==> src/rtl/led_ctrl_pkg.sv <==
package led_ctrl_pkg;

    // matrix geometry
    localparam int PIXEL_WIDTH = 64;
    localparam int PIXEL_HEIGHT = 32;
    localparam int BYTES_PER_PIXEL = 2;    // RGB565

    // row, then column, then byte select
    localparam int FB_ADDR_BITS = $clog2(PIXEL_HEIGHT) + $clog2(PIXEL_WIDTH)
                                + $clog2(BYTES_PER_PIXEL);

    typedef logic [7:0] byte_t;
    typedef logic [$clog2(PIXEL_HEIGHT)-1:0] row_t;
    typedef logic [$clog2(PIXEL_WIDTH)-1:0] col_t;
    typedef logic [FB_ADDR_BITS-1:0] fb_addr_t;

    typedef enum logic [1:0] {
        IDLE,
        LOAD_ROW,
        LOAD_PIXEL
    } cmd_state_e;

    // shared frame buffer write port
    typedef struct packed {
        logic     req;
        fb_addr_t addr;
        byte_t    data;
    } fb_wr_t;

endpackage

==> src/rtl/fb_write_arbiter.sv <==
`timescale 1ns/10ps

module fb_write_arbiter (
    input  logic                 clk_in,
    input  logic                 reset,
    input  led_ctrl_pkg::fb_wr_t row_wr,
    input  led_ctrl_pkg::fb_wr_t pixel_wr,
    output led_ctrl_pkg::fb_wr_t fb_wr
);

    // fixed priority, row handler first
    always_ff @(posedge clk_in) begin
        if (reset) begin
            fb_wr.req <= 1'b0;
        end else begin
            if (row_wr.req) begin
                fb_wr <= row_wr;
            end else if (pixel_wr.req) begin
                fb_wr <= pixel_wr;
            end else begin
                fb_wr.req <= 1'b0;    // addr and data hold
            end
        end
    end

    // decoder enables one handler at a time
    assert property (@(posedge clk_in) disable iff (reset)
        !(row_wr.req && pixel_wr.req));

endmodule

==> config.mk <==
export PLATFORM = sky130hd
export DESIGN_NAME = fb_write_arbiter
export DESIGN_NICKNAME = d
export VERILOG_FILES = /design/src/rtl/led_ctrl_pkg.sv /design/src/rtl/fb_write_arbiter.sv
export SDC_FILE = /design/constraint.sdc
export NUM_CORES = 1
export LEC_CHECK = 0
export BUFFER_PORTS_ARGS = -buffer_cell sky130_fd_sc_hd__buf_2
export CAP_MARGIN = 20
export CELL_PAD_IN_SITES_DETAIL_PLACEMENT = 0
export CELL_PAD_IN_SITES_GLOBAL_PLACEMENT = 2
export CORE_MARGIN = 2
export CORE_UTILIZATION = 22
export DETAILED_ROUTE_END_ITERATION = 8
export PLACE_DENSITY_LB_ADDON = 0.08
export SYNTH_ARGS = -nofsm -noshare
export SYNTH_HDL_FRONTEND = slang
export SYNTH_SLANG_ARGS = --single-unit
export TNS_END_PERCENT = 30
==> constraint.sdc <==
create_clock -name clk_in -period 0.94 [get_ports clk_in]
set_input_delay 0.141 -clock clk_in [delete_from_list [all_inputs] [get_ports clk_in]]
set_output_delay 0.141 -clock clk_in [all_outputs]
set_load 0.02 [all_outputs]
After elaboration in Yosys (flattened, before gate mapping). Cells that the tools add are included.

Flip-flop bits (word level): 21. Bits of input ports: 44. Output and inout port bits: 21. Logic and storage cells: 9.

Muxes and demuxes: 3. Bitwise operators: 1. Reduce and logical (&&, ||, !) cells: 2.

Operators by type and width (number): $mux W21 (1); $mux W20 (1); $reduce_and A2 Y1 (1); $reduce_bool A2 Y1 (1); $mux W1 (1); $not A1 Y1 (1).

Logic depth before layout (Yosys ltp).
Word-level depth: 2. Gate-level depth with buffers: 2. Mapped depth without buffers: 1.

Worst setup path after synthesis. Ideal clock, no wire load.

Path type: input-to-reg. Start: in row_wr[20] (netlist bit). End: reg fb_wr[0] (netlist bit) (enable). Setup time: 0.354 ns. Data arrival time: 0.644 ns. Required time: 0.586 ns. Path slack: -0.058 ns. Stages on the path: 2. Buffers on the path: 1. Path through: buf_6 > o21ba_2.

Cells in the longest elaborated chain, start to end: 2.

RTL lines: start, declared (line fb_write_arbiter.sv:6) `input led_ctrl_pkg::fb_wr_t row_wr,`; $reduce_bool A2 Y1 (no source line); $reduce_and A2 Y1 (no source line); end signal, assigned (line fb_write_arbiter.sv:17) `fb_wr <= row_wr;`; end signal, assigned (line fb_write_arbiter.sv:19) `fb_wr <= pixel_wr;`; end, declared (line fb_write_arbiter.sv:8) `output led_ctrl_pkg::fb_wr_t fb_wr`.

Every way passes these cells. A chain may end at the register's enable or synchronous reset.

Final worst setup path.
Start: reg fb_wr[2] (netlist bit). End: out fb_wr[2] (netlist bit).

No word-level cell between the ends.

==> key figures <==
CTS
  • Htree depth: 1
  • CTS hold repair buffers: 0
  • Clock Path Buffers: 2
  • Clock sinks: 21
  • Cts repair resizes: 2
  • Setup Buffers After CTS: 0
  • Root buffer cell: clkbuf_8
  • TritonCTS clock tree: done
  • CTS Buf Count: 3
  • Reg clk slew, reported paths: around 0.080 ns

Global route
  • Total grt overflow: 0
  • Largest net degree at the start of global routing: 21
  • Vias in the first global route: between 600 and 700
  • First-pass GRT wire length: 2910 um
  • Tot GR Track Use: around 8.7%
  • Number of antenna violations at the first check in global routing: 0

Critical path
  • CP Capture Type: output pin
  • Delay-heaviest family, CP: flip-flops
  • Setup Crit Path Kind: reg2out
  • Req. time, crit path: roughly 0.80 ns
  • Worst path slowest cell: edfxtp_1
  • Crit-path max FO: 1
  • Critical Path AT: about 0.8 ns
  • Critical path buffers and inverters: 1
  • Worst path max stage delay: 0.37 ns
  • CP Launch Type: flip-flop
  • CP cell instances: buf_2

Layout
  • Final core utilization: a little over a third
  • Max reg flops: 21
  • Most flop-heavy register: fb_wr
  • Fraction of layout cells with a size suffix above 1: 82.1%
  • Most frequent cells in the layout: buf_2, mux2_2, edfxtp_1, buf_6, buf_4
  • Most common cell after layout, fill and taps aside: buf_2
  • Layout area overhead: 57.2%
  • ANT cells: 0
  • Layout Nets: ~160
  • Top Registers: fb_wr: 21 flops

Detailed routing
  • DR vias/cell: about 4
  • Met2 Routed Length: 947 um
  • DRT met1 WL: 738 um
  • Met3 wire len: 236 um
  • Router iterations before antenna repair: 2
  • Initial DRC count: 17
  • Top sig layer: met4
  • DR vias: 665
  • Drc violations: 0
  • Final wirelength: a little under 2000 um
  • Remaining antenna violation count: 0
  • Post-DR wirelength/cell: ~12 um

Power and ir drop
  • Combinational power share: 20.8%
  • NetSw: 532 uW
  • Max IR drop VDD: approximately 0.53 mV
  • Int Pwr: between 1.5 and 2 mW
  • Clk pwr share: 26.7%
  • Leakage power: 0.611 nW
  • Power share of the sequential group: 52.5%
  • Sw Ratio: between 20 and 25%
  • Power Density: about 1600 nW/um^2

Timing
  • Fin. max-slew vios: 0
  • Final hold violation count: 0
  • Final min period: between 0.9 and 1 ns
  • RSZ-0062 raised after global routing: yes
  • Hold WS: approximately 0.13 ns
  • Peak Freq: 1070 MHz
  • Worst slew pin tran: around 0.32 ns
  • Final WS setup: 0.00248 ns
  • Crit share post-route: 99.7%
  • Max transition margin: between 70% and 80%
  • Endpoints failing setup: 0

Floorplan
  • Die Span Y: slightly below 70 um
  • Starting Density: between 20% and 30%
  • Chip width: 67.5 um
  • Row count: 23
  • Core region area: between 3000 and 4000 um^2
  • I/O pin cnt: 65
  • Die area: around 4600 um^2

Synthesis
  • Largest cells by area after synthesis: edfxtp_1, mux2_2, buf_6
  • Synth Warn #: 0
  • Synth Register Bits: 21
  • Netlist Area Pre-Place: between 800 and 900 um^2
  • Synthesized instance count: 45
  • Sequential area share after synthesis: 69.9%
  • Average size of a mapped cell: slightly below 20 um^2
  • Synth area leader: edfxtp_1
  • Synth unique cells: 5
  • Top cell type's share of synthesized area: 67.6%
  • Mapped Nets: ~90

Placed design
  • Place WS: -0.222 ns
  • I/O Buffers: between 60 and 70
  • GP Congestion: about 0.58

Run status
  • Outcome: finished, final reports clean

Flow run
  • Max Cap Violations: 0

Min path
  • Hold WC Path Type: in2reg
==> final cells by class <==
class | instances | area [um^2]
Clock inverter | 1 | 5.00
Sequential cell | 21 | 621
Tap cell | 50 | 62.6
Timing Repair Buffer | 70 | 415
Clock buffer | 3 | 41.3
Multi-Input combinational cell | 22 | 251
Fill cell | 412 | 2550
==> cells by family after synthesis <==
family | synth area share [%]
flops | 69.9
mux | 25.4
buf+inv | 2.54
compound gates | 2.25
==> path summary, 6_finish.rpt <==
check / depth (start not counted) / endpoint / slack, ns / start
setup / recovery: 1 / fb_wr[2] / 0.002 / fb_wr[2]$_DFFE_PP_
hold / removal: 2 / fb_wr[20]$_SDFF_PP0_ / 0.13 / pixel_wr[20]
==> synth_stat cells <==
cell type and number:
mux2_2 20, edfxtp_1 20, dfxtp_1 1, buf_6 2
o21ba_2 2
==> routing by layer <==
| layer | vias to the layer above | GRT usage [%] |
|---|---|---|
| met3 | 2 | 2.83 |
| met5 | - | 0 |
| met2 | 42 | 15.6 |
| met4 | 0 | 3.83 |
| met1 | 302 | 9.19 |
| li1 | 319 | - |
==> power groups by stage <==
stage,Sequential (mW),Combinational (mW),Clock [mW]
2_1_floorplan,1.29,0.114,0
3_3_place_gp,1.17,0.436,0
3_5_place_dp,1.17,0.436,0
4_1_cts,1.15,0.441,0.628
5_1_grt,1.16,0.493,0.663
6_report,1.15,0.455,0.584
==> through the flow <==
step	power [mW]	setup TNS (ns)	instances	instance area [um^2]
final	2.19	0	167	1400
after global routing	2.31	-0.375	167	1400
after CTS	2.22	-0.0435	167	1370
after detailed placement	1.60	-8.00	163	1310
after global placement	1.60	-6.86	163	1310
after floorplan	1.40	0	45	895
Power figures use the tool's default switching activity.
