## config.mk

```make
export PLATFORM = sky130hd
export DESIGN_NAME = cmd_load_row
export DESIGN_NICKNAME = d
export VERILOG_FILES = /design/src/rtl/led_ctrl_pkg.sv /design/src/rtl/cmd_load_row.sv
export SDC_FILE = /design/constraint.sdc
export NUM_CORES = 1
export LEC_CHECK = 0
export ABC_AREA = 1
export BUFFER_PORTS_ARGS = -buffer_cell sky130_fd_sc_hd__buf_4
export CORE_ASPECT_RATIO = 0.75
export CORE_MARGIN = 3
export CORE_UTILIZATION = 45
export CTS_CLUSTER_SIZE = 14
export DETAILED_ROUTE_END_ITERATION = 16
export MAX_ROUTING_LAYER = met4
export PLACE_DENSITY = 0.67
export SETUP_SLACK_MARGIN = 0.1
export SLEW_MARGIN = 20
export SYNTH_ARGS = -nofsm -noshare
export SYNTH_HDL_FRONTEND = slang
export SYNTH_SLANG_ARGS = --single-unit
```

## constraint.sdc

```tcl
create_clock -name clk_in -period 2.4 [get_ports clk_in]
set_input_delay 0.12 -clock clk_in [delete_from_list [all_inputs] [get_ports clk_in]]
set_output_delay 0.12 -clock clk_in [all_outputs]
set_load 0.01 [all_outputs]
```

## src/rtl/led_ctrl_pkg.sv

```systemverilog
package led_ctrl_pkg;

    // matrix geometry
    localparam int PIXEL_WIDTH = 64;
    localparam int PIXEL_HEIGHT = 32;
    localparam int BYTES_PER_PIXEL = 2;    // RGB565

    // row, then column, then byte select
    localparam int FB_ADDR_BITS = $clog2(PIXEL_HEIGHT) + $clog2(PIXEL_WIDTH)
                                + $clog2(BYTES_PER_PIXEL);

    typedef logic [7:0] byte_t;
    typedef logic [$clog2(PIXEL_HEIGHT)-1:0] row_t;
    typedef logic [$clog2(PIXEL_WIDTH)-1:0] col_t;
    typedef logic [FB_ADDR_BITS-1:0] fb_addr_t;

    typedef enum logic [1:0] {
        IDLE,
        LOAD_ROW,
        LOAD_PIXEL
    } cmd_state_e;

    // shared frame buffer write port
    typedef struct packed {
        logic     req;
        fb_addr_t addr;
        byte_t    data;
    } fb_wr_t;

endpackage

```

## src/rtl/cmd_load_row.sv

```systemverilog
`timescale 1ns/10ps

module cmd_load_row (
    input  logic                 clk_in,
    input  logic                 reset,
    input  logic                 active,
    input  logic                 byte_strobe,
    input  led_ctrl_pkg::byte_t  byte_data,
    output led_ctrl_pkg::fb_wr_t wr,
    output logic                 done
);
    localparam int ROW_BYTES = led_ctrl_pkg::PIXEL_WIDTH * led_ctrl_pkg::BYTES_PER_PIXEL;
    localparam int CNT_BITS = $clog2(ROW_BYTES) + 1;

    logic [CNT_BITS-1:0]  data_cnt;    // data bytes taken so far
    logic                 have_row;
    led_ctrl_pkg::row_t   row;
    led_ctrl_pkg::fb_wr_t wr_q;        // sample stage ahead of wr
    logic                 take;

    assign take = active && byte_strobe;

    always_ff @(posedge clk_in) begin
        if (reset) begin
            data_cnt <= '0;
            have_row <= 1'b0;
            wr_q.req <= 1'b0;
            wr.req <= 1'b0;
            done <= 1'b0;
        end else begin
            wr_q.req <= 1'b0;
            done <= 1'b0;
            wr <= wr_q;
            if (take && !have_row) begin
                row <= led_ctrl_pkg::row_t'(byte_data);    // low row bits only
                have_row <= 1'b1;
            end else if (take) begin
                wr_q.req <= 1'b1;
                // even count is the high byte
                wr_q.addr <= {row, led_ctrl_pkg::col_t'(data_cnt >> 1), ~data_cnt[0]};
                wr_q.data <= byte_data;
                if (data_cnt == CNT_BITS'(ROW_BYTES - 1)) begin
                    data_cnt <= '0;
                    have_row <= 1'b0;
                    done <= 1'b1;
                end else begin
                    data_cnt <= data_cnt + 1'b1;
                end
            end
        end
    end

    assert property (@(posedge clk_in) disable iff (reset)
        data_cnt <= CNT_BITS'(ROW_BYTES));

endmodule

```

# [Yosys cells after proc, flatten, opt, wreduce, memory -nomap -nowiden]
# Cells that the tools add are included.
[word_totals] regBits=57 inputBits=12
[classes] addsub=1 n_eq_ne=1 n_mux=6 bitwise=4 reduce_logical=11
[op_table] operator="$mux 21" n=1
[op_table] operator="$add 8x1->8 const B" n=1
[op_table] operator="$eq 8x7->1 const B" n=1
[op_table] operator="$mux 8" n=1
[op_table] operator="$reduce_and 2->1" n=3
[op_table] operator="$mux 1" n=4
[op_table] operator="$not 1->1" n=4
[op_table] operator="$reduce_bool 2->1" n=2
[op_table] operator="$reduce_and 3->1" n=1
[op_table] operator="$reduce_or 3->1" n=1
[op_table] operator="$logic_and 1x1->1" n=2
[op_table] operator="$reduce_or 2->1" n=1
[op_table] operator="$logic_not 1->1" n=1

# [Depth between registers and ports, before layout]
[depth] depth_word=4 mapped_depth=6 ltp_nobuf=6

# [Worst setup path before layout]
# Ideal clock, no wire load.
[synth_path] path_kind="register -> register" from="register have_row" to="register wr_q[0] (netlist bit) (enable)" setup_ps=397 arrival_ps=1392 setup_slack_ps=612 path_stages_with_launch=3 path_buffers=0 synth_period_minus_slack_ps=1788 cell_sequence="dfxtp_1 > nand3_2 > nor2_1"
[synth_via] elab_chain_len=4
[synth_lines] element="start, declared" line_no="cmd_load_row.sv:16" source="logic have_row;"
[synth_lines] element="start signal, assigned" line_no="cmd_load_row.sv:26" source="have_row <= 1'b0;"
[synth_lines] element="start signal, assigned" line_no="cmd_load_row.sv:36" source="have_row <= 1'b1;"
[synth_lines] element="start signal, assigned" line_no="cmd_load_row.sv:44" source="have_row <= 1'b0;"
[synth_lines] element="$logic_not 1->1" line_no="cmd_load_row.sv:34" source="if (take && !have_row) begin"
[synth_lines] element="$logic_and 1x1->1" line_no="cmd_load_row.sv:34"
[synth_lines] element="$not 1->1 (no line)"
[synth_lines] element="$reduce_and 3->1 (no line)"
[synth_lines] element="end, declared" line_no="cmd_load_row.sv:18" source="led_ctrl_pkg::fb_wr_t wr_q;"
# No other way between the ends.
# A chain may end at the register's enable or synchronous reset.

# [Worst setup path after layout]
[layout_path] from="register have_row" to="register row[3] (enable)"
[layout_via] elab_chain_len=3
[layout_lines] element="$logic_not 1->1" line_no="cmd_load_row.sv:34"
[layout_lines] element="$logic_and 1x1->1" line_no="cmd_load_row.sv:34"
[layout_lines] element="$reduce_and 2->1 (no line)"
[layout_lines] element="end signal, assigned" line_no="cmd_load_row.sv:35" source="row <= led_ctrl_pkg::row_t'(byte_data);"
[layout_lines] element="end, declared" line_no="cmd_load_row.sv:17" source="led_ctrl_pkg::row_t row;"
# No other way between the ends.

==> qor.txt <==
Peak VDD IR = 0.606 mV
Switching power = 382 uW
Period Utilization, post-route = 58.2%
RSZ-0062 raised after global routing = no
# DRC = 0
Sequential area share after synthesis = 83.5%
Via Count = 1070
Die Span Y = 62.4 um
Final min period = 1.40 ns
Overflow left after global routing = 0
Worst skew pair latency = 0.32 ns
Mapped Cells = 121
Slew margin rel. = 42.8%
Num rows = 19
Average footprint of a synthesized cell = 15.8 um^2
Clock tree buffer depth = 2
Worst path max stage delay = 0.69 ns
Status = finished clean
Synth top area share = 70.9%
Die area = 0.00506 mm^2
Largest net degree at the start of global routing = 24
Initial DRT Pass Iterations = 4
DR iter-0 viols = 39
CP Launch Type = flop
Family with the most delay on the worst path = simple AND/OR/NAND/NOR gates
Antenna violations before repair = 0
Total GRT Usage = 12.7%
Starting Density = 49.5%
First-pass GRT wire length = 4.38 mm
Root Buffer = clkbuf_8
Vias in the first global route = 969
CTS tree = done
Critical path class = reg -> reg
# diodes = 0
Yosys top cell by area = edfxtp_1
Final Skew = 0.00316 ns
Commonest non-fill, non-tap cell in the layout = edfxtp_1
# placed instances = 206
P_int = 1590 uW
Leak Pwr = 0.000914 uW
Final setup vio count = 0
Area delta synth->final = 30.5%
Most frequent cells in the layout = 45 x edfxtp_1, 34 x buf_4, 14 x nand2_1, 12 x nor2_1, 12 x dfxtp_1
Post-synthesis cell type count = 17
Crit. End Element = flop
Critical Path AT = 1.35 ns
Worst Tran Pin Value = 0.857 ns
PwrDens = 791 mW/mm^2
Non-filler cells, final = 230
Final HPWL DP = 1.87 mm
Ranking of synthesized cells by area = edfxtp_1 71%, dfxtp_1 13%, nand2_1 2.8%, nor2_1 2.4%, nand3_1 2.1%
Number of synthesis warnings = 0
H-tree depth = 3
Setup TNS = 0 ns
Switching Share = 19.4%
Post-Synthesis Net Count = 134
Hold Fails Final Rpt = 0
Avg Vias per Cell = 4.65
Min Hold Slack = 0.0243 ns
CTS Sinks = 57
Port buffer count = 33
CTS clk-pin slew, worst paths = 0.06 ns
CP max FO = 5
WL final = 2.79 mm
Seq pwr share = 55.1%
RePlAce Congestion = 0.907
Part of the power in the clock network = 41.4%
Inserted Clock Buffers = 9
Share of cells above drive strength 1 = 33.7%
Slew Limit Fails = 0
Core Area = 0.00385 mm^2
Die Span X = 81.2 um
Wire per inst = 12.1 um
Buf/Inv on CP = 0
Reg-to-reg slack, setup = 1.00 ns
Worst hold path class = in -> reg
Total Nets Final = 186
I/O pin count = 34
Synthesized flop and latch total = 57
Post-CTS Setup Bufs = 0
Cell Chain, Critical Path = nor3_1
Post-Syn Area = 0.00191 mm^2
CP required = 2.35 ns
Combinational fraction of design power = 3.5%
Max-cap violations = 0
CP max stage cell = nor3_1
ANT nets after route = 0
Fmax achieved = 716 MHz
[stage by stage]
step           cell area [um^2]  utilization [%]  power [uW]  worst slack, ns
2_1_floorplan              1910                -        1130            0.612
3_3_place_gp               2220             57.7        1160            0.999
3_5_place_dp               2220             57.7        1170            0.984
4_1_cts                    2490             64.6        1990            0.973
5_1_grt                    2490             64.6        2050            0.919
6_report                   2490             64.6        1970             1.00
[registers in the layout, summed over array words and instances, names as in the netlist]
register  count
wr           21
wr_q         21
data_cnt      8
row           5
done          1
have_row      1
[final cells by class]
class	instances	area [um^2]
Tap cell	52	65.1
Multi-Input combinational cell	55	280
Sequential cell	57	1590
Fill cell	286	1360
Clock inverter	6	58.8
Inverter	8	30.0
Clock buffer	10	128
Timing Repair Buffer	42	335
[routing by layer]
layer	wire length [um]	vias up	GRT usage (%)
met5	0	-	-
met4	59	0	7.59
met3	211	8	6.92
met2	1310	39	18.1
met1	1210	491	13.9
li1	-	532	-
[Yosys cell counts (all sizes together)]
| cell type | count |
|---|---|
| edfxtp | 45 |
| nand2 | 17 |
| nor2 | 17 |
| dfxtp | 12 |
| nand3 | 10 |
| inv | 8 |
| a21oi | 6 |
| nor3 | 2 |
| buf | 1 |
| ha | 1 |
| nand4 | 1 |
| xor2 | 1 |
[power by group through the flow]
stage	Clock [uW]	Combinational (uW)	Sequential, uW
floorplan	0	19.1	1110
global placement	0	57.8	1110
detailed placement	0	59.2	1110
CTS	840	69.8	1080
global route	889	75.3	1090
finish	814	68.8	1080
[kinds of logic (layout without fill, tap and decap cells)]
| family | Yosys count | in the layout | share of synthesized area [%] |
|---|---|---|---|
| compound gates | 6 | 6 | 1.57 |
| fa+ha+maj | 1 | 1 | 0.656 |
| buf+inv | 9 | 66 | 1.84 |
| xor+xnor | 1 | 1 | 0.459 |
| simple gates | 47 | 47 | 12.0 |
| flops | 57 | 57 | 83.5 |
[path summary, 6_finish.rpt]
kind	from	endpoint	cells past startpoint
worst max-delay path	have_row	row[3]	1
worst min-delay path	reset	wr[20]	2
worst max register to register	have_row	row[3]	1
worst min register to register	wr_q[13]	wr[13]	0
[what timing repair did]
item                                    4_1_cts  5_1_grt
gates resized for setup                       0        0
hold buffers                                  8        0
endpoints found under the setup margin        0        0
endpoints found under the hold margin        13        0
Note: power is estimated with default switching activity, not from simulation.
