$ cat src/rtl/led_ctrl_pkg.sv
package led_ctrl_pkg;

    // matrix geometry
    localparam int PIXEL_WIDTH = 64;
    localparam int PIXEL_HEIGHT = 32;
    localparam int BYTES_PER_PIXEL = 2;    // RGB565

    // row, then column, then byte select
    localparam int FB_ADDR_BITS = $clog2(PIXEL_HEIGHT) + $clog2(PIXEL_WIDTH)
                                + $clog2(BYTES_PER_PIXEL);

    typedef logic [7:0] byte_t;
    typedef logic [$clog2(PIXEL_HEIGHT)-1:0] row_t;
    typedef logic [$clog2(PIXEL_WIDTH)-1:0] col_t;
    typedef logic [FB_ADDR_BITS-1:0] fb_addr_t;

    typedef enum logic [1:0] {
        IDLE,
        LOAD_ROW,
        LOAD_PIXEL
    } cmd_state_e;

    // shared frame buffer write port
    typedef struct packed {
        logic     req;
        fb_addr_t addr;
        byte_t    data;
    } fb_wr_t;

endpackage

$ cat src/rtl/cmd_decoder.sv
`timescale 1ns/10ps

module cmd_decoder #(
    parameter int BRIGHTNESS_LEVELS = 6
) (
    input  logic                         clk_in,
    input  logic                         reset,
    input  logic                         byte_strobe,
    input  led_ctrl_pkg::byte_t          byte_data,
    input  logic                         row_done,
    input  logic                         pixel_done,
    output logic                         load_row_active,
    output logic                         load_pixel_active,
    output logic [2:0]                   rgb_enable,
    output logic [BRIGHTNESS_LEVELS-1:0] brightness_enable
);
    led_ctrl_pkg::cmd_state_e state;

    assign load_row_active = (state == led_ctrl_pkg::LOAD_ROW);
    assign load_pixel_active = (state == led_ctrl_pkg::LOAD_PIXEL);

    always_ff @(posedge clk_in) begin
        if (reset) begin
            state <= led_ctrl_pkg::IDLE;
            rgb_enable <= 3'b111;
            brightness_enable <= '1;
        end else begin
            case (state)
                led_ctrl_pkg::IDLE: begin
                    if (byte_strobe) begin
                        case (byte_data)
                            "R": rgb_enable[0] <= 1'b1;
                            "r": rgb_enable[0] <= 1'b0;
                            "G": rgb_enable[1] <= 1'b1;
                            "g": rgb_enable[1] <= 1'b0;
                            "B": rgb_enable[2] <= 1'b1;
                            "b": rgb_enable[2] <= 1'b0;
                            "0": brightness_enable <= '0;
                            "9": brightness_enable <= '1;
                            "L": state <= led_ctrl_pkg::LOAD_ROW;
                            "P": state <= led_ctrl_pkg::LOAD_PIXEL;
                            default: begin
                                // digit k flips plane BRIGHTNESS_LEVELS-k
                                for (int k = 1; k <= BRIGHTNESS_LEVELS; k++) begin
                                    if (byte_data == led_ctrl_pkg::byte_t'("0" + k)) begin
                                        brightness_enable[BRIGHTNESS_LEVELS-k] <=
                                            ~brightness_enable[BRIGHTNESS_LEVELS-k];
                                    end
                                end
                            end
                        endcase
                    end
                end
                led_ctrl_pkg::LOAD_ROW: begin
                    if (row_done) begin
                        state <= led_ctrl_pkg::IDLE;
                    end
                end
                led_ctrl_pkg::LOAD_PIXEL: begin
                    if (pixel_done) begin
                        state <= led_ctrl_pkg::IDLE;
                    end
                end
                default: state <= led_ctrl_pkg::IDLE;
            endcase
        end
    end

    // done must come from the handler that holds the stream
    assert property (@(posedge clk_in) disable iff (reset)
        row_done |-> load_row_active);
    assert property (@(posedge clk_in) disable iff (reset)
        pixel_done |-> load_pixel_active);

endmodule

$ cat config.mk
export PLATFORM = sky130hd
export DESIGN_NAME = cmd_decoder
export DESIGN_NICKNAME = d
export VERILOG_FILES = /design/src/rtl/led_ctrl_pkg.sv /design/src/rtl/cmd_decoder.sv
export SDC_FILE = /design/constraint.sdc
export NUM_CORES = 1
export LEC_CHECK = 0
export ABC_AREA = 1
export BUFFER_PORTS_ARGS = -buffer_cell sky130_fd_sc_hd__buf_4
export CAP_MARGIN = 10
export CORE_MARGIN = 4
export CORE_UTILIZATION = 54
export CTS_CLUSTER_SIZE = 12
export DETAILED_ROUTE_END_ITERATION = 8
export GPL_ROUTABILITY_DRIVEN = 1
export PLACE_DENSITY = 0.85
export SLEW_MARGIN = 20
export SYNTH_ARGS = -nofsm -noshare
export SYNTH_HDL_FRONTEND = slang
export SYNTH_SLANG_ARGS = --single-unit
$ cat constraint.sdc
create_clock -name clk_in -period 2 [get_ports clk_in]
set_input_delay 0.4 -clock clk_in [delete_from_list [all_inputs] [get_ports clk_in]]
set_output_delay 0.4 -clock clk_in [all_outputs]
set_load 0.02 [all_outputs]
# After elaboration in Yosys (flattened, before gate mapping)
# Cells that the tools add are included.
[totals]
input_bits = 13
out_inout_bits = 11
word_cells = 75
register_bits = 11
[op_classes]
eq_ne = 22
n_bitwise = 7
muxes = 15
reduce_logical = 21
[op_table]
columns = ["op", "count"]
rows = [
  ["8-bit by 6-bit equality test with 1-bit output (second input constant)", 8],
  ["8-bit by 7-bit equality test with 1-bit output (second input constant)", 8],
  ["4-bit AND reduction", 7],
  ["6-bit one-hot mux with 3 select lines", 1],
  ["3-bit nonzero test", 6],
  ["3-bit AND reduction", 3],
  ["8-bit OR reduction", 1],
  ["1-bit NOT", 7],
  ["1-bit 2-to-1 mux", 6],
  ["2-bit 2-to-1 mux", 3],
  ["2-bit != test (second input constant)", 3],
  ["1-bit one-hot mux with 2 select lines", 3],
  ["2-bit one-hot mux with 3 select lines", 1],
  ["2-bit nonzero test", 3],
  ["2-bit one-hot mux with 2 select lines", 1],
  ["3-bit by 1-bit != test with 1-bit output (second input constant)", 1],
  ["2-bit by 1-bit equality test with 1-bit output (second input constant)", 1],
  ["2-bit equality test (second input constant)", 1],
  ["2-bit zero test", 1],
]

# Depth between registers and ports, before layout
# Gate-level depths: netlist of the first run.
[logic_depth]
depth_word = 4
ltp_mapped = 9
ltp_nobuf = 8

# Least setup slack after synthesis of the first run
# No wires, ideal clock.
[synth_path]
path_kind = "reg2reg"
startpoint = "register state[1]"
endpoint = "register state[1]"
stages_incl_launch_ff = 8
setup_time_ns = 0.115
arrival_time_ns = 1.216
setup_slack_ns = 0.669
period_less_slack_ns = 1.331
t_required_ns = 1.885
path_buffers = 0
cell_sequence = "dfxtp_1 -> inv_1 -> nor2_1 -> nand2_1 -> o21ai_0 -> inv_1 -> a21oi_1 -> nor2_1"
[synth_between]
elab_chain_cells = 3
word_cells_on_any_way = 9
cone_classes = "6 x eq/ne; 1 x mux; 2 x reduce/logical"
[synth_lines]
columns = ["item", "line", "text"]
rows = [
  ["from (decl)", "cmd_decoder.sv:17", "led_ctrl_pkg::cmd_state_e state;"],
  ["from (signal assigned)", "cmd_decoder.sv:24", "state <= led_ctrl_pkg::IDLE;"],
  ["from (signal assigned)", "cmd_decoder.sv:40", "\"L\": state <= led_ctrl_pkg::LOAD_ROW;"],
  ["from (signal assigned)", "cmd_decoder.sv:41", "\"P\": state <= led_ctrl_pkg::LOAD_PIXEL;"],
  ["2-bit equality test (*)", "-", ""],
  ["net load_pixel_active", "cmd_decoder.sv:13", "output logic load_pixel_active,"],
  ["2-bit != test (no line)", "-", ""],
  ["4-bit AND reduction (no line)", "-", ""],
]
# Mark *: on every way through the listed nets, which the timed path passes. The rest lies on a longest branch.
# A chain may end at the register's enable or synchronous reset.

# Worst setup path after layout of the first run
[layout_path]
startpoint = "register state[0]"
endpoint = "register rgb_enable[2]"
[layout_between]
elab_chain_cells = 2
[layout_lines]
columns = ["item", "line", "text"]
rows = [
  ["2-bit zero test", "cmd_decoder.sv:28", "case (state)"],
  ["3-bit AND reduction (no line)", "-", ""],
  ["to (signal assigned)", "cmd_decoder.sv:25", "rgb_enable <= 3'b111;"],
  ["to (signal assigned)", "cmd_decoder.sv:36", "\"B\": rgb_enable[2] <= 1'b1;"],
  ["to (signal assigned)", "cmd_decoder.sv:37", "\"b\": rgb_enable[2] <= 1'b0;"],
  ["to (decl)", "cmd_decoder.sv:14", "output logic [2:0] rgb_enable,"],
]
# No other way between the ends.

==> flow_summary.json, run 1 <==
{
  "fillers": 142,
  "finalNonFillerCells": 180,
  "start_util": 0.566,
  "core_area_um2": 1510,
  "worstPathArrival_ns": 1.67,
  "fin_nets": 178,
  "grt_pass1_vias": 722,
  "post_cts_resized": 0,
  "die_area_um2": 2280,
  "p_leak_nw": 0.633,
  "path_clk_slew_ns": 0.07,
  "post_drt_wl_per_cell_um": 10.1,
  "holdPathEnd": "brightness_enable[5]",
  "ios": 24,
  "ctsLongestPathBuffers": 2,
  "clk_latency_ns": 0.26,
  "cts_hold_buffers": 0,
  "syn_avg_cell_area_um2": 6.10,
  "max-slew-margin-rel": 0.573,
  "gp_congestion": 0.871,
  "fin_util": 0.689,
  "drcViolationCount": 0,
  "dieHeight_um": 47.8,
  "tightest_slew_ns": 0.639,
  "hold_path.class": "in -> reg",
  "cp_max_fo": 17,
  "initialDrtViolationCount": 13,
  "netlist_instances": 140,
  "rows": 14,
  "cts_tree": "built",
  "critPathSlowestCell": "nor3b_4",
  "fin_crit_sh": 0.761,
  "grt_pass1_wl_um": 2990,
  "drive_gt1_frac": 0.244,
  "clock.fmax_ghz": 0.657,
  "gr-total-overflow": 0,
  "h-tree-depth": 1,
  "hold_viol_final": 0,
  "ys_warn_count": 0,
  "syn_area_um2": 853,
  "period_minus_slack_ns": 1.52,
  "num_vias": 900,
  "grt_max_degree": 18,
  "antenna_found_initial": 0,
  "synth_top_cell_area_share": 0.258,
  "ir_drop_mv": 0.580,
  "status": "finished clean",
  "max_stage_delay_ns": 0.58,
  "synth_fp_nets": 153,
  "skew_ns": 0.00142,
  "drt_wl_total_um": 1820,
  "r2r_cells": 4,
  "regToRegSetupSlack_ns": 0.48,
  "synth_cell_types": 18,
  "cap_violations": 0,
  "port_buffers": 23,
  "antennaDiodeCount": 0,
  "ys_ff_latch": 11,
  "cts_buffers": 3,
  "hold_depth": 3,
  "finalSetupViolCount": 0,
  "seq_area_frac_synth": 0.258,
  "hold_slack_ns": 0.367,
  "clock-sinks": 11,
  "rsz0062_at_grt": "false",
  "dp_cells": 176,
  "r2r_start": "state[0]",
  "grt.total_usage": 0.178,
  "worstSetupPathType": "reg -> reg",
  "crit_path_start_kind": "register",
  "hp-start": "reset",
  "critPathTopFamily": "simple AND/OR/NAND/NOR gates",
  "total_power_uw": 633,
  "dp.final_hpwl_um": 1460,
  "r2r-end": "rgb_enable[2]",
  "report.final.slew_viol_count": 0,
  "crit_chain": "nor3b_4 > nand3b_1 > a21oi_1 > o21ai_0",
  "detailedRoute.firstPassIterationCount": 4,
  "cts_root_buf": "clkbuf_4",
  "yosysTopAreaCell": "dfxtp_1",
  "endpoint_kind": "register",
  "cts_setup_buffers": 0,
  "dieWidth_um": 47.8,
  "synthToLayoutAreaGrowth_pct": 21.7,
  "ant_nets": 0,
  "p_per_area_nw_per_um2": 610,
  "viasPerCell": 5.00,
  "worst-path-buf-inv": 0,
  "ys_top_cells_by_area": "dfxtp_1 (26%), nand2_1 (22%), nand3_1 (12%)",
  "fin_tns_setup_ns": 0,
  "cp.required_ns": 2.14
}
==> worst reg2reg max path, stage by stage (launching register included) <==
cell      delay, ns
dfxtp_1        0.36
nor3b_4        0.58
nand3b_1       0.20
a21oi_1        0.17
o21ai_0        0.10
==> synthesized netlist by cell type <==
cell type,n
a21oi_1,4
nor2_2,2
nand3_1,20
nor2_1,13
o21ai_1,1
nand2_2,3
o21ai_0,5
dfxtp_1,11
nor3b_4,1
buf_6,3
nand3b_1,1
nand3_2,5
nand2_4,1
inv_1,18
inv_2,1
nor2_8,1
nand2_1,49
nand4_1,1
==> layer usage <==
metal / global-route usage / routed length [um] / vias to the layer above
met5: 0 / 0 / -
met4: 0.0484 / 0 / 0
met3: 0.0376 / 114 / 0
met2: 0.290 / 890 / 24
met1: 0.238 / 810 / 389
li1: - / - / 487
==> cell usage in the layout (no fill, tap or decap), types with 2 or more instances in the layout <==
cell type and instances:
a21oi_1 4, clkbuf_4 3, nand2_2 3, inv_1 18, nor2_1 13, buf_4 23, nor2_2 2, nand2_1 49
dfxtp_1 11, o21ai_0 5, nand3_2 5, nand3_1 20
==> sequential cells by signal, indices dropped and copies added (netlist names) <==
register	flops
brightness_enable	6
rgb_enable	3
state	2
==> per-stage QoR <==
step | instance area, um2 | setup WS, ns
final | 1040 | 0.479
after global routing | 1040 | 0.398
after CTS | 1040 | 0.479
after detailed placement | 1010 | 0.376
after global placement | 1010 | 0.515
after floorplan | 853 | 0.669
==> where the power goes <==
group | switching (mW) | internal (mW)
logic | 0.141 | 0.0861
clock network | 0.0729 | 0.0770
registers | 0.0213 | 0.234
==> worst max-delay path by stage <==
stage                      from             to  slack [ns]  depth (start not counted)
floorplan              state[1]       state[1]        0.67                          7
global placement    byte_strobe  rgb_enable[2]        0.52                          5
detailed placement  byte_strobe  rgb_enable[2]        0.38                          5
CTS                    state[0]  rgb_enable[2]        0.48                          4
global route           state[0]  rgb_enable[2]        0.40                          4
finish                 state[0]  rgb_enable[2]        0.48                          4
==> cells by family after synthesis <==
logic type	synth area share
buf+inv	0.123
compound gates	0.0586
flops	0.258
simple gates	0.560
==> final cells by class <==
| cell class | count | area, um2 | area share |
|---|---|---|---|
| Tap cell | 16 | 20.0 | 0.0193 |
| Multi-Input combinational cell | 107 | 528 | 0.508 |
| Clock buffer | 4 | 26.3 | 0.0253 |
| Inverter | 19 | 71.3 | 0.0687 |
| Timing Repair Buffer | 23 | 173 | 0.166 |
| Sequential cell | 11 | 220 | 0.212 |
No activity file was read; power rests on OpenSTA's default activity.
==> inputs of run 2 (changes only) <==
--- a/config.mk
+++ b/config.mk
@@ -9,11 +9,11 @@
 export BUFFER_PORTS_ARGS = -buffer_cell sky130_fd_sc_hd__buf_4
 export CAP_MARGIN = 10
 export CORE_MARGIN = 4
-export CORE_UTILIZATION = 54
+export CORE_UTILIZATION = 45
 export CTS_CLUSTER_SIZE = 12
 export DETAILED_ROUTE_END_ITERATION = 8
 export GPL_ROUTABILITY_DRIVEN = 1
-export PLACE_DENSITY = 0.85
+export PLACE_DENSITY = 0.76
 export SLEW_MARGIN = 20
 export SYNTH_ARGS = -nofsm -noshare
 export SYNTH_HDL_FRONTEND = slang
==> constraint.sdc (replaced) <==
create_clock -name clk_in -period 1.2 [get_ports clk_in]
set_input_delay 0.24 -clock clk_in [delete_from_list [all_inputs] [get_ports clk_in]]
set_output_delay 0.24 -clock clk_in [all_outputs]
set_load 0.02 [all_outputs]
==> run 2 against run 1 <==
Against the previous run: the run now ends with setup timing left; cell count increased by 15%; non-clock buffer count is 18 higher; utilization is 1.8 points higher; clock skew barely moved; highest routed layer is now met4; power up 120%; largest cell class unchanged.
==> flow_summary.json, run 2 (synthesized netlist as in run 1, its figures left out) <==
{
  "dieWidth_um": 51.5,
  "largest_register": "brightness_enable",
  "largest_reg_flops": 6,
  "hold_path.class": "in -> reg",
  "antennaDiodeCount": 0,
  "status": "finished, violations left",
  "detailedRoute.firstPassIterationCount": 4,
  "skew_ns": 0.00183,
  "die_area_um2": 2660,
  "ir_drop_mv": 0.857,
  "worstSetupPathType": "reg -> out",
  "fin_nets": 196,
  "hold_viol_final": 0,
  "fin_crit_sh": 1.00,
  "drcViolationCount": 0,
  "ctsLongestPathBuffers": 2,
  "final_common_cell": "nand2_1",
  "p_leak_nw": 0.734,
  "grt_pass1_wl_um": 3860,
  "top_regs": "brightness_enable: 6 flops, rgb_enable: 3 flops, state: 2 flops",
  "clk_latency_ns": 0.27,
  "finalNonFillerCells": 207,
  "port_buffers": 23,
  "finalSetupViolCount": 1,
  "ant_nets": 0,
  "period_minus_slack_ns": 1.21,
  "rsz0062_at_grt": "true",
  "gr-total-overflow": 0,
  "cp_max_fo": 3,
  "num_vias": 1004,
  "crit_path_start_kind": "register",
  "tightest_slew_ns": 0.283,
  "cts_tree": "built",
  "start_util": 0.484,
  "synthToLayoutAreaGrowth_pct": 46.2,
  "fillers": 158,
  "h-tree-depth": 1,
  "core_area_um2": 1760,
  "hold_depth": 3,
  "total_power_mw": 1.37,
  "drive_gt1_frac": 0.390,
  "viasPerCell": 4.85,
  "worstPathArrival_ns": 0.97,
  "max-slew-margin-rel": 0.811,
  "p_per_area_nw_per_um2": 1100,
  "drt_wl_total_um": 2280,
  "dieHeight_um": 51.5,
  "grt_pass1_vias": 960,
  "report.final.slew_viol_count": 0,
  "r2r_cells": 6,
  "layout_common_cells": "nand2_1 (46), buf_4 (37), nand3_1 (17)",
  "violations": "setup timing",
  "ios": 24,
  "rows": 15,
  "antenna_found_initial": 0,
  "grt_max_degree": 13,
  "fin_util": 0.707,
  "cp.required_ns": 0.96,
  "hold_slack_ns": 0.185,
  "fin_ws_ns": -0.00504,
  "clock.fmax_ghz": 0.830,
  "initialDrtViolationCount": 9,
  "dp_slack_ns": -0.135,
  "cap_violations": 0,
  "dp_cells": 199,
  "path_clk_slew_ns": 0.08,
  "dp.final_hpwl_um": 1720,
  "endpoint_kind": "output port",
  "cts_buffers": 3,
  "grt.total_usage": 0.187,
  "gp_congestion": 0.786,
  "clock-sinks": 11,
  "post_drt_wl_per_cell_um": 11.0,
  "cts_root_buf": "clkbuf_4"
}
## run 2: final timing paths
kind / from / endpoint / slack (ns)
hold reg to reg: rgb_enable[0] / rgb_enable[0] / 0.48
setup / recovery: state[0] / load_pixel_active / -0.005
setup reg to reg: state[0] / brightness_enable[0] / -0.005
hold / removal: reset / brightness_enable[5] / 0.19
## run 2: timing repair
action,CTS,global route
gates cloned,0,0
pin swaps,2,6
hold buffers,0,0
gates resized for setup,11,9
setup endpoints to repair,7,13
buffers inserted,2,2
## run 2: metrics by stage
stage | setup TNS [ns] | cell area (um2)
floorplan | 0 | 861
global placement | -0.526 | 1140
detailed placement | -0.836 | 1140
CTS | -0.0288 | 1200
global route | -0.612 | 1250
finish | -0.00504 | 1250
## run 2: metal layers
layer,wire (um),part of all wire,track usage,up-vias
met5,0,0,0,-
met1,927,0.41,0.226,441
met2,1170,0.51,0.333,33
li1,-,-,-,522
met4,53,0.023,0.0742,0
met3,133,0.058,0.0229,8
## run 2: report_power, final
| group | internal [mW] | switching (mW) | leakage (nW) |
|---|---|---|---|
| Clock | 0.129 | 0.137 | 0.0150 |
| Sequential | 0.400 | 0.0325 | 0.0904 |
| Combinational | 0.319 | 0.351 | 0.629 |
| Total | 0.848 | 0.520 | 0.734 |
## run 2: critical path, stage by stage, from the launching register on
cell and delay, ns:
dfxtp_2 0.35, buf_6 0.13, nor2_4 0.09, buf_6 0.12
## run 2: layout make-up
type / instances / area (um2) / share of cell area
repair buffers: 41 / 323 / 0.259
clock buffers: 4 / 26.3 / 0.0211
well taps: 25 / 31.3 / 0.0251
multi-input cells: 107 / 571 / 0.457
inverters: 19 / 71.3 / 0.0572
flip-flops and latches: 11 / 225 / 0.181
