==> config.mk <==
export PLATFORM = sky130hd
export DESIGN_NAME = cmd_load_pixel
export DESIGN_NICKNAME = d
export VERILOG_FILES = /design/src/rtl/led_ctrl_pkg.sv /design/src/rtl/cmd_load_pixel.sv
export SDC_FILE = /design/constraint.sdc
export NUM_CORES = 1
export LEC_CHECK = 0
export ABC_AREA = 1
export BUFFER_PORTS_ARGS = -buffer_cell sky130_fd_sc_hd__buf_2
export CORE_ASPECT_RATIO = 0.7
export CORE_MARGIN = 2
export CORE_UTILIZATION = 45
export DETAILED_ROUTE_END_ITERATION = 7
export PLACE_DENSITY = 0.67
export SLEW_MARGIN = 20
export SYNTH_ARGS = -nofsm -noshare
export SYNTH_HDL_FRONTEND = slang
export SYNTH_SLANG_ARGS = --single-unit
export TNS_END_PERCENT = 1
==> constraint.sdc <==
create_clock -name clk_in -period 5.1 [get_ports clk_in]
set_clock_uncertainty 0.15 [all_clocks]
set_input_delay 0.51 -clock clk_in [delete_from_list [all_inputs] [get_ports clk_in]]
set_output_delay 0.51 -clock clk_in [all_outputs]
set_load 0.005 [all_outputs]
==> src/rtl/led_ctrl_pkg.sv <==
package led_ctrl_pkg;

    // matrix geometry
    localparam int PIXEL_WIDTH = 64;
    localparam int PIXEL_HEIGHT = 32;
    localparam int BYTES_PER_PIXEL = 2;    // RGB565

    // row, then column, then byte select
    localparam int FB_ADDR_BITS = $clog2(PIXEL_HEIGHT) + $clog2(PIXEL_WIDTH)
                                + $clog2(BYTES_PER_PIXEL);

    typedef logic [7:0] byte_t;
    typedef logic [$clog2(PIXEL_HEIGHT)-1:0] row_t;
    typedef logic [$clog2(PIXEL_WIDTH)-1:0] col_t;
    typedef logic [FB_ADDR_BITS-1:0] fb_addr_t;

    typedef enum logic [1:0] {
        IDLE,
        LOAD_ROW,
        LOAD_PIXEL
    } cmd_state_e;

    // shared frame buffer write port
    typedef struct packed {
        logic     req;
        fb_addr_t addr;
        byte_t    data;
    } fb_wr_t;

endpackage

==> src/rtl/cmd_load_pixel.sv <==
`timescale 1ns/10ps

module cmd_load_pixel (
    input  logic                 clk_in,
    input  logic                 reset,
    input  logic                 active,
    input  logic                 byte_strobe,
    input  led_ctrl_pkg::byte_t  byte_data,
    output led_ctrl_pkg::fb_wr_t wr,
    output logic                 done
);
    logic [1:0]           step;    // row, column, high byte, low byte
    led_ctrl_pkg::row_t   row;
    led_ctrl_pkg::col_t   col;
    led_ctrl_pkg::fb_wr_t wr_q;
    logic                 take;

    assign take = active && byte_strobe;

    always_ff @(posedge clk_in) begin
        if (reset) begin
            step <= 2'd0;
            wr_q.req <= 1'b0;
            wr.req <= 1'b0;
            done <= 1'b0;
        end else begin
            wr_q.req <= 1'b0;
            done <= 1'b0;
            wr <= wr_q;
            if (take) begin
                step <= step + 2'd1;    // wraps to 0 after the low byte
                case (step)
                    2'd0: row <= led_ctrl_pkg::row_t'(byte_data);
                    2'd1: col <= led_ctrl_pkg::col_t'(byte_data);
                    default: begin
                        wr_q.req <= 1'b1;
                        wr_q.addr <= {row, col, ~step[0]};    // step 2 -> select 1
                        wr_q.data <= byte_data;
                        done <= (step == 2'd3);
                    end
                endcase
            end
        end
    end

endmodule

# --- After elaboration in Yosys (flattened, before gate mapping) ---
# Cells that the tools add are included.
classes:
  muxes: 1
  n_reduce_logical: 8
  n_bitwise: 4
  n_div: 0
  n_mul: 0
  magnitude_cmp: 0
  add_sub_neg: 1
  n_shift: 0
  eq_ne: 2
op_table:
  columns: ["op", "n"]
  rows:
  - ["21-bit 2-to-1 mux", 1]
  - ["3-bit AND reduction", 3]
  - ["1-bit NOT", 4]
  - ["2-bit OR reduction", 2]
  - ["4-bit OR reduction", 1]
  - ["2-bit by 1-bit adder with 2-bit output (second input constant)", 1]
  - ["2-bit by 1-bit equality test with 1-bit output (second input constant)", 1]
  - ["2-bit equality test (second input constant)", 1]
  - ["2-bit logical NOT", 1]
  - ["1-bit logical AND", 1]
word_totals:
  regBits: 56
  rom_bits: 0
  inputBits: 12
  ram_bits: 0
  output_inout_bits: 22
  n_memories: 0
  latch_bits: 0

# --- Depth between registers and ports, before layout ---
# Gate-level depths: netlist (run 1).
depth:
  word_depth: 4
  mapped_depth: 5

# --- Worst setup path before layout (run 1) ---
# Ideal clock, no wire load.
synth_timing:
  path_kind: "input-to-reg"
  start: "input active"
  end: "register wr_q[0] (netlist bit), enable pin"
  arrival_ps: 1587
  path_slack_ps: 2966
  setup_ps: 397
  stages: 4
  cell_sequence: "nand2_2 > nor2_2 > inv_1 > nor2_1"
synth_via:
  elab_chain_cells: 2
synth_lines:
  columns: ["item", "line", "text"]
  rows:
  - ["start, declared", "cmd_load_pixel.sv:6", "input logic active,"]
  - ["1-bit logical AND", "cmd_load_pixel.sv:18", "assign take = active && byte_strobe;"]
  - ["3-bit AND reduction (no line)", null, null]
  - ["end, declared", "cmd_load_pixel.sv:15", "led_ctrl_pkg::fb_wr_t wr_q;"]
# No other way between the ends.
# A chain may end at the register's enable or synchronous reset.

# --- Final worst setup path (run 1) ---
layout_timing:
  start: "input active"
  end: "register wr_q[19] (netlist bit), enable pin"
# Same word-level chain as after synthesis.

==> results of run 1 <==
-- flip-flops by register name, summed over array words and instances, names as in the netlist --
name	cells
wr	21
row	5
col	6
step	2
done	1
wr_q	21
-- power by group through the flow --
stage	registers, mW	clock network (mW)	logic, mW
finish	0.511	0.276	0.0258
global route	0.512	0.303	0.0289
CTS	0.511	0.285	0.0262
detailed placement	0.522	0	0.0258
global placement	0.521	0	0.0238
floorplan	0.522	0	0.0101
-- routing by layer --
| metal | part of all wire (%) | vias to the layer above |
|---|---|---|
| met5 | 0 | - |
| met4 | 1.8 | 0 |
| met3 | 5.6 | 4 |
| met2 | 49 | 26 |
| met1 | 43 | 381 |
| li1 | - | 385 |
-- synth_stat cells --
cell type  count
ha_1           3
nor2_2         1
inv_1          9
nand2_1        5
nor2_1         9
edfxtp_1      51
nand3_1        1
dfxtp_1        5
nand2_2        1
-- through the flow --
| stage | std cells | area, um^2 |
|---|---|---|
| floorplan | 85 | 1770 |
| global placement | 170 | 2010 |
| detailed placement | 170 | 2010 |
| CTS | 178 | 2120 |
| global route | 178 | 2120 |
| finish | 178 | 2120 |
-- kinds of logic after synthesis --
family	Yosys count
adder cells (fa/ha/maj)	3
flip-flops	56
buffers and inverters	9
AND/OR/NAND/NOR	17
-- path summary, 6_finish.rpt --
| kind | from | end | depth (start not counted) |
|---|---|---|---|
| hold reg to reg | wr_q[20] | wr[20] | 2 |
| setup reg to reg | step[1] | wr_q[19] | 2 |
| hold / removal | byte_data[6] | wr_q[6] | 1 |
| setup / recovery | active | wr_q[19] | 5 |
-- layout make-up --
cell class / count / area, um^2
fill: 327 / 1730
sequential: 56 / 1630
timing repair buffer: 33 / 165
multi-input combinational: 20 / 110
clock buffer: 5 / 68.8
tap: 52 / 65.1
clock inverter: 3 / 42.5
inverter: 9 / 33.8
-- worst max-delay path: stages --
cell	delay, ns
buf_2	0.10
nand2_2	0.08
nor2_2	0.12
inv_1	0.10
nor2_2	0.75
==> impl_metrics.xml, run 1 <==
<?xml version="1.0" encoding="UTF-8"?>
<metrics>
  <group name="timing">
    <metric name="setup_tns" unit="ns">0</metric>
    <metric name="worst_pin_slew" unit="ns">0.979</metric>
    <metric name="layout_worst_path_cycle_share" unit="%">36.9</metric>
    <metric name="hold-worst-slack" unit="ns">0.243</metric>
    <metric name="finalWorstSetupSlack" unit="ns">3.22</metric>
    <metric name="number_of_pins_with_negative_max_slew_slack_in_the_final_report" unit="">0</metric>
    <metric name="timing.final.crit_period" unit="ns">1.88</metric>
    <metric name="rsz_0062_raised_after_global_routing" unit="">no</metric>
    <metric name="fmaxAchievable" unit="MHz">532</metric>
    <metric name="final-hold-violation-count" unit="">0</metric>
    <metric name="setup_viol" unit="">0</metric>
    <metric name="slew_headroom" unit="%">34.7</metric>
  </group>
  <group name="clocking">
    <metric name="cts.repair.resized" unit="">0</metric>
    <metric name="clock_tree_from_tritoncts" unit="">yes</metric>
    <metric name="cts_hold_buf" unit="">0</metric>
    <metric name="cts_buffers" unit="">5</metric>
    <metric name="clk_latency" unit="ns">0.30</metric>
    <metric name="clock-sinks" unit="">56</metric>
    <metric name="library_cell_used_as_clock_root_buffer" unit="">clkbuf_8</metric>
    <metric name="h_tree_levels" unit="">2</metric>
    <metric name="clk_transition_reported_paths" unit="ns">0.08</metric>
    <metric name="post_cts_buffers" unit="">0</metric>
    <metric name="cts.path.max_buffers" unit="">2</metric>
  </group>
  <group name="logic_synthesis">
    <metric name="netlist-cell-type-count" unit="">9</metric>
    <metric name="synth_largest_area_cell" unit="">edfxtp_1</metric>
    <metric name="post-synth-top-area-fraction" unit="%">86.4</metric>
    <metric name="mappedNetlistNets" unit="">100</metric>
    <metric name="synth_seq_area_share" unit="%">92.0</metric>
    <metric name="avgSynthCellArea" unit="um^2">20.9</metric>
    <metric name="yosys_warnings" unit="">0</metric>
    <metric name="yosys-top-cells-area" unit="">edfxtp_1, dfxtp_1, ha_1</metric>
    <metric name="synth_compound_area_share" unit="%">0</metric>
    <metric name="synth_adder_area_share" unit="%">2.12</metric>
    <metric name="simple_gate_share_of_the_synthesized_area" unit="%">3.95</metric>
    <metric name="post_synth_instance_area" unit="um^2">1770</metric>
    <metric name="syn-instance-count" unit="">85</metric>
    <metric name="yosys_register_bits" unit="">56</metric>
    <metric name="synth_mux_area_share" unit="%">0</metric>
    <metric name="largest_family_of_logic_cells_by_synthesized_area" unit="">simple AND/OR/NAND/NOR gates</metric>
    <metric name="post_synth_xor_xnor_area" unit="%">0</metric>
  </group>
  <group name="power_and_ir_drop">
    <metric name="fin_total_pwr" unit="uW">813</metric>
    <metric name="power.share.clock" unit="%">34.0</metric>
    <metric name="total_leakage_power" unit="nW">0.798</metric>
    <metric name="power.ir.vdd_worst" unit="mV">0.209</metric>
    <metric name="powerDensity" unit="nW/um^2">384</metric>
    <metric name="power.share.combinational" unit="%">3.2</metric>
    <metric name="sequential_fraction_of_design_power" unit="%">62.9</metric>
    <metric name="power.net_switching" unit="uW">150</metric>
    <metric name="p_sw_share" unit="%">18.4</metric>
    <metric name="cell_internal_pwr" unit="uW">663</metric>
  </group>
  <group name="grt">
    <metric name="grt_antenna_before_repair" unit="">0</metric>
    <metric name="grt_pass1_wl" unit="um">3810</metric>
    <metric name="vias_in_the_first_global_route" unit="">742</metric>
    <metric name="busiest_layer" unit="">met2</metric>
    <metric name="gr-usage-met3" unit="%">5.79</metric>
    <metric name="grt_use_total" unit="%">12.5</metric>
    <metric name="grt.met2_usage" unit="%">18.8</metric>
    <metric name="grt-ovfl-total" unit="">0</metric>
    <metric name="grt_start_max_net_pins" unit="">22</metric>
    <metric name="globalRouteMet1Util" unit="%">15.2</metric>
  </group>
  <group name="detailed_routing">
    <metric name="via_count" unit="">796</metric>
    <metric name="vias_per_cell" unit="">4.47</metric>
    <metric name="post-route-drc-count" unit="">0</metric>
    <metric name="routed_wire_length_per_instance" unit="um">13.6</metric>
    <metric name="first_iter_violations" unit="">92</metric>
    <metric name="drt-total-wl" unit="um">2430</metric>
    <metric name="detailedRoute.firstPassIterationCount" unit="">4</metric>
    <metric name="detail-route-antenna-nets" unit="">0</metric>
  </group>
  <group name="critical_path">
    <metric name="worst-endpoint-arrival" unit="ns">1.65</metric>
    <metric name="critPathLaunchType" unit="">primary input</metric>
    <metric name="path_max_fanout" unit="">20</metric>
    <metric name="end_kind" unit="">flip-flop</metric>
    <metric name="path_class" unit="">primary input to flip-flop</metric>
    <metric name="setup.reg_to_reg.worst_slack" unit="ns">3.34</metric>
    <metric name="critical_path_required_time" unit="ns">4.87</metric>
  </group>
  <group name="placement">
    <metric name="detailedPlace.worstSlack" unit="ns">2.86</metric>
    <metric name="gp_congestion" unit="">0.677</metric>
    <metric name="io_buffers" unit="">33</metric>
    <metric name="place_hpwl" unit="um">1660</metric>
  </group>
  <group name="cells_and_area">
    <metric name="final_layout_size_suffix_gt1_share" unit="%">34.1</metric>
    <metric name="mostFrequentLayoutCell" unit="">edfxtp_1</metric>
    <metric name="post-route-util" unit="%">55.0</metric>
    <metric name="leading_cell_types_in_the_layout_fill_and_taps_excluded" unit="">edfxtp_1, buf_2, inv_1, nor2_1</metric>
    <metric name="area.growth.synth_to_final" unit="%">19.4</metric>
    <metric name="antenna_fix_cells" unit="">0</metric>
    <metric name="fin_nets" unit="">140</metric>
  </group>
  <group name="outcome">
    <metric name="run_status" unit="">complete, no violations</metric>
  </group>
  <group name="floorplanning">
    <metric name="die_height" unit="um">56.5</metric>
    <metric name="floorplan.initialDensity" unit="%">46.0</metric>
    <metric name="placementRows" unit="">19</metric>
    <metric name="core_area" unit="um^2">3850</metric>
    <metric name="die_width" unit="um">79.0</metric>
    <metric name="design.die.area" unit="um^2">4470</metric>
    <metric name="ioPinCount" unit="">34</metric>
  </group>
  <group name="hold_path">
    <metric name="hold_class" unit="">primary input to flip-flop</metric>
  </group>
  <group name="job">
    <metric name="maxCapViolations" unit="">0</metric>
  </group>
</metrics>
Note: power is estimated with default switching activity, not from simulation.
==> inputs of run 2 (changes only) <==
--- a/config.mk
+++ b/config.mk
@@ -11,7 +11,7 @@
 export CORE_MARGIN = 2
 export CORE_UTILIZATION = 45
 export DETAILED_ROUTE_END_ITERATION = 7
-export PLACE_DENSITY = 0.67
+export PLACE_DENSITY = 0.7
 export SLEW_MARGIN = 20
 export SYNTH_ARGS = -nofsm -noshare
 export SYNTH_HDL_FRONTEND = slang
==> constraint.sdc (replaced) <==
create_clock -name clk_in -period 1.6 [get_ports clk_in]
set_clock_uncertainty 0.15 [all_clocks]
set_input_delay 0.16 -clock clk_in [delete_from_list [all_inputs] [get_ports clk_in]]
set_output_delay 0.16 -clock clk_in [all_outputs]
set_load 0.005 [all_outputs]
==> impl_metrics.xml, run 2 (synthesized netlist as in run 1, its figures left out) <==
<?xml version="1.0" encoding="UTF-8"?>
<metrics>
  <group name="outcome">
    <metric name="run_status" unit="">complete, no violations</metric>
  </group>
  <group name="power_and_ir_drop">
    <metric name="cell_internal_pwr" unit="mW">1.96</metric>
    <metric name="power.ir.vdd_worst" unit="mV">0.792</metric>
    <metric name="powerDensity" unit="nW/um^2">1100</metric>
    <metric name="sequential_fraction_of_design_power" unit="%">67.0</metric>
    <metric name="total_leakage_power" unit="nW">0.847</metric>
    <metric name="fin_total_pwr" unit="mW">2.43</metric>
    <metric name="p_sw_share" unit="%">19.1</metric>
    <metric name="power.share.clock" unit="%">28.8</metric>
    <metric name="power.net_switching" unit="uW">464</metric>
    <metric name="power.share.combinational" unit="%">4.2</metric>
  </group>
  <group name="detailed_routing">
    <metric name="detailedRoute.firstPassIterationCount" unit="">4</metric>
    <metric name="first_iter_violations" unit="">67</metric>
    <metric name="detail-route-antenna-nets" unit="">0</metric>
    <metric name="via_count" unit="">830</metric>
    <metric name="vias_per_cell" unit="">4.35</metric>
    <metric name="post-route-drc-count" unit="">0</metric>
    <metric name="drt-total-wl" unit="um">2350</metric>
    <metric name="routed_wire_length_per_instance" unit="um">12.3</metric>
  </group>
  <group name="critical_path">
    <metric name="timing.rr.start" unit="">step[1]</metric>
    <metric name="critPathLaunchType" unit="">primary input</metric>
    <metric name="timing.reg2reg.worst_path_depth" unit="">5</metric>
    <metric name="r2r-end" unit="">col[1]</metric>
    <metric name="critical_path_required_time" unit="ns">1.45</metric>
    <metric name="path_max_fanout" unit="">13</metric>
    <metric name="end_kind" unit="">flip-flop</metric>
    <metric name="path_class" unit="">primary input to flip-flop</metric>
    <metric name="setup.reg_to_reg.worst_slack" unit="ns">0.16</metric>
    <metric name="worst-endpoint-arrival" unit="ns">1.38</metric>
  </group>
  <group name="hold_path">
    <metric name="hold_class" unit="">primary input to flip-flop</metric>
    <metric name="hold_depth" unit="">4</metric>
    <metric name="timing.hold.worst_endpoint" unit="">step[0]</metric>
    <metric name="min-delay-start" unit="">byte_strobe</metric>
  </group>
  <group name="timing">
    <metric name="timing.final.crit_period" unit="ns">1.53</metric>
    <metric name="layout_worst_path_cycle_share" unit="%">95.7</metric>
    <metric name="rsz_0062_raised_after_global_routing" unit="">no</metric>
    <metric name="worst_pin_slew" unit="ns">0.262</metric>
    <metric name="setup_tns" unit="ns">0</metric>
    <metric name="fmaxAchievable" unit="MHz">653</metric>
    <metric name="finalWorstSetupSlack" unit="ns">0.0687</metric>
    <metric name="slew_headroom" unit="%">82.6</metric>
    <metric name="setup_viol" unit="">0</metric>
    <metric name="number_of_pins_with_negative_max_slew_slack_in_the_final_report" unit="">0</metric>
    <metric name="final-hold-violation-count" unit="">0</metric>
  </group>
  <group name="clocking">
    <metric name="cts.path.max_buffers" unit="">2</metric>
    <metric name="clock-sinks" unit="">56</metric>
    <metric name="clock_tree_from_tritoncts" unit="">yes</metric>
    <metric name="cts_buffers" unit="">5</metric>
    <metric name="clk_transition_reported_paths" unit="ns">0.09</metric>
    <metric name="clk_latency" unit="ns">0.30</metric>
    <metric name="h_tree_levels" unit="">2</metric>
    <metric name="library_cell_used_as_clock_root_buffer" unit="">clkbuf_8</metric>
    <metric name="post_cts_buffers" unit="">0</metric>
  </group>
  <group name="floorplanning">
    <metric name="die_height" unit="um">56.5</metric>
    <metric name="design.die.area" unit="um^2">4470</metric>
    <metric name="die_width" unit="um">79.0</metric>
    <metric name="placementRows" unit="">19</metric>
    <metric name="floorplan.initialDensity" unit="%">46.0</metric>
    <metric name="core_area" unit="um^2">3850</metric>
    <metric name="ioPinCount" unit="">34</metric>
  </group>
  <group name="cells_and_area">
    <metric name="fin_nets" unit="">154</metric>
    <metric name="area.growth.synth_to_final" unit="%">24.8</metric>
    <metric name="final_layout_size_suffix_gt1_share" unit="%">34.5</metric>
    <metric name="largestRegisters" unit="">wr x21, wr_q x21, col x6</metric>
    <metric name="antenna_fix_cells" unit="">0</metric>
    <metric name="count_of_fill_cells_added_during_filler_insertion" unit="">297</metric>
    <metric name="leading_cell_types_in_the_layout_fill_and_taps_excluded" unit="">edfxtp_1, buf_2, inv_1, dlygate4sd3_1, nor2_1</metric>
    <metric name="mostFrequentLayoutCell" unit="">edfxtp_1</metric>
  </group>
  <group name="placement">
    <metric name="place_hpwl" unit="um">1520</metric>
    <metric name="gp_congestion" unit="">0.845</metric>
    <metric name="detailedPlace.worstSlack" unit="ns">0.130</metric>
    <metric name="io_buffers" unit="">33</metric>
  </group>
  <group name="job">
    <metric name="maxCapViolations" unit="">0</metric>
  </group>
  <group name="grt">
    <metric name="grt_pass1_wl" unit="um">3710</metric>
    <metric name="grt_start_max_net_pins" unit="">21</metric>
    <metric name="grt_antenna_before_repair" unit="">0</metric>
    <metric name="vias_in_the_first_global_route" unit="">798</metric>
    <metric name="grt_use_total" unit="%">12.0</metric>
    <metric name="grt-ovfl-total" unit="">0</metric>
  </group>
</metrics>
## run 2: final cells by class
class                   instances  area (um^2)  area share [%]
clock buffers                   6         72.6            3.28
clock inverters                 1         5.00           0.226
inverters                       9         33.8            1.53
multi-input cells              20          113            5.09
flip-flops and latches         56         1630            73.7
well taps                      52         65.1            2.94
repair buffers                 47          293            13.2
## run 2: power groups by stage
| stage | Sequential, mW | Clock, mW | Combinational [mW] |
|---|---|---|---|
| after floorplan | 1.66 | 0 | 0.0328 |
| after global placement | 1.66 | 0 | 0.0808 |
| after detailed placement | 1.66 | 0 | 0.0841 |
| after CTS | 1.63 | 0.720 | 0.101 |
| after global routing | 1.63 | 0.776 | 0.114 |
| final | 1.63 | 0.700 | 0.102 |
## run 2: layer usage
layer	GRT usage [%]	part of all wire (%)
met1	14.1	44
met2	17.6	45
met3	4.82	8.8
met4	9.61	2.5
met5	0	0
## run 2: what timing repair did
item | CTS | global route
hold endpoints to repair | 21 | 0
endpoints found under the setup margin | 0 | 5
gates resized for setup | 0 | 1
hold buffers | 9 | 0
## run 2: stage by stage
| stage | cell area (um^2) | hold slack, ns | util (%) | std cells |
|---|---|---|---|---|
| after floorplan | 1780 | 0.0812 | - | 85 |
| after global placement | 2040 | 0.198 | 53.1 | 175 |
| after detailed placement | 2040 | 0.197 | 53.1 | 175 |
| after CTS | 2210 | 0.00774 | 57.4 | 191 |
| after global routing | 2210 | 0.0260 | 57.5 | 191 |
| final | 2210 | 0.0182 | 57.5 | 191 |
## run 2: worst max-delay path, cell delays in order
cell	delay, ns
dlygate4sd3_1	0.53
buf_2	0.15
nor2_2	0.12
inv_1	0.09
nor2_2	0.11
buf_4	0.23
## run 2: worst max path at each step
stage	startpoint	to	slack [ns]	cells after the start
after detailed placement	step[1]	row[3]	0.13	4
after global placement	step[1]	row[1]	0.18	4
after CTS	reset	row[0]	0.07	5
after global routing	reset	wr_q[5]	0.02	6
after floorplan	step[1]	wr_q[0]	0.11	2
final	reset	wr_q[6]	0.07	6
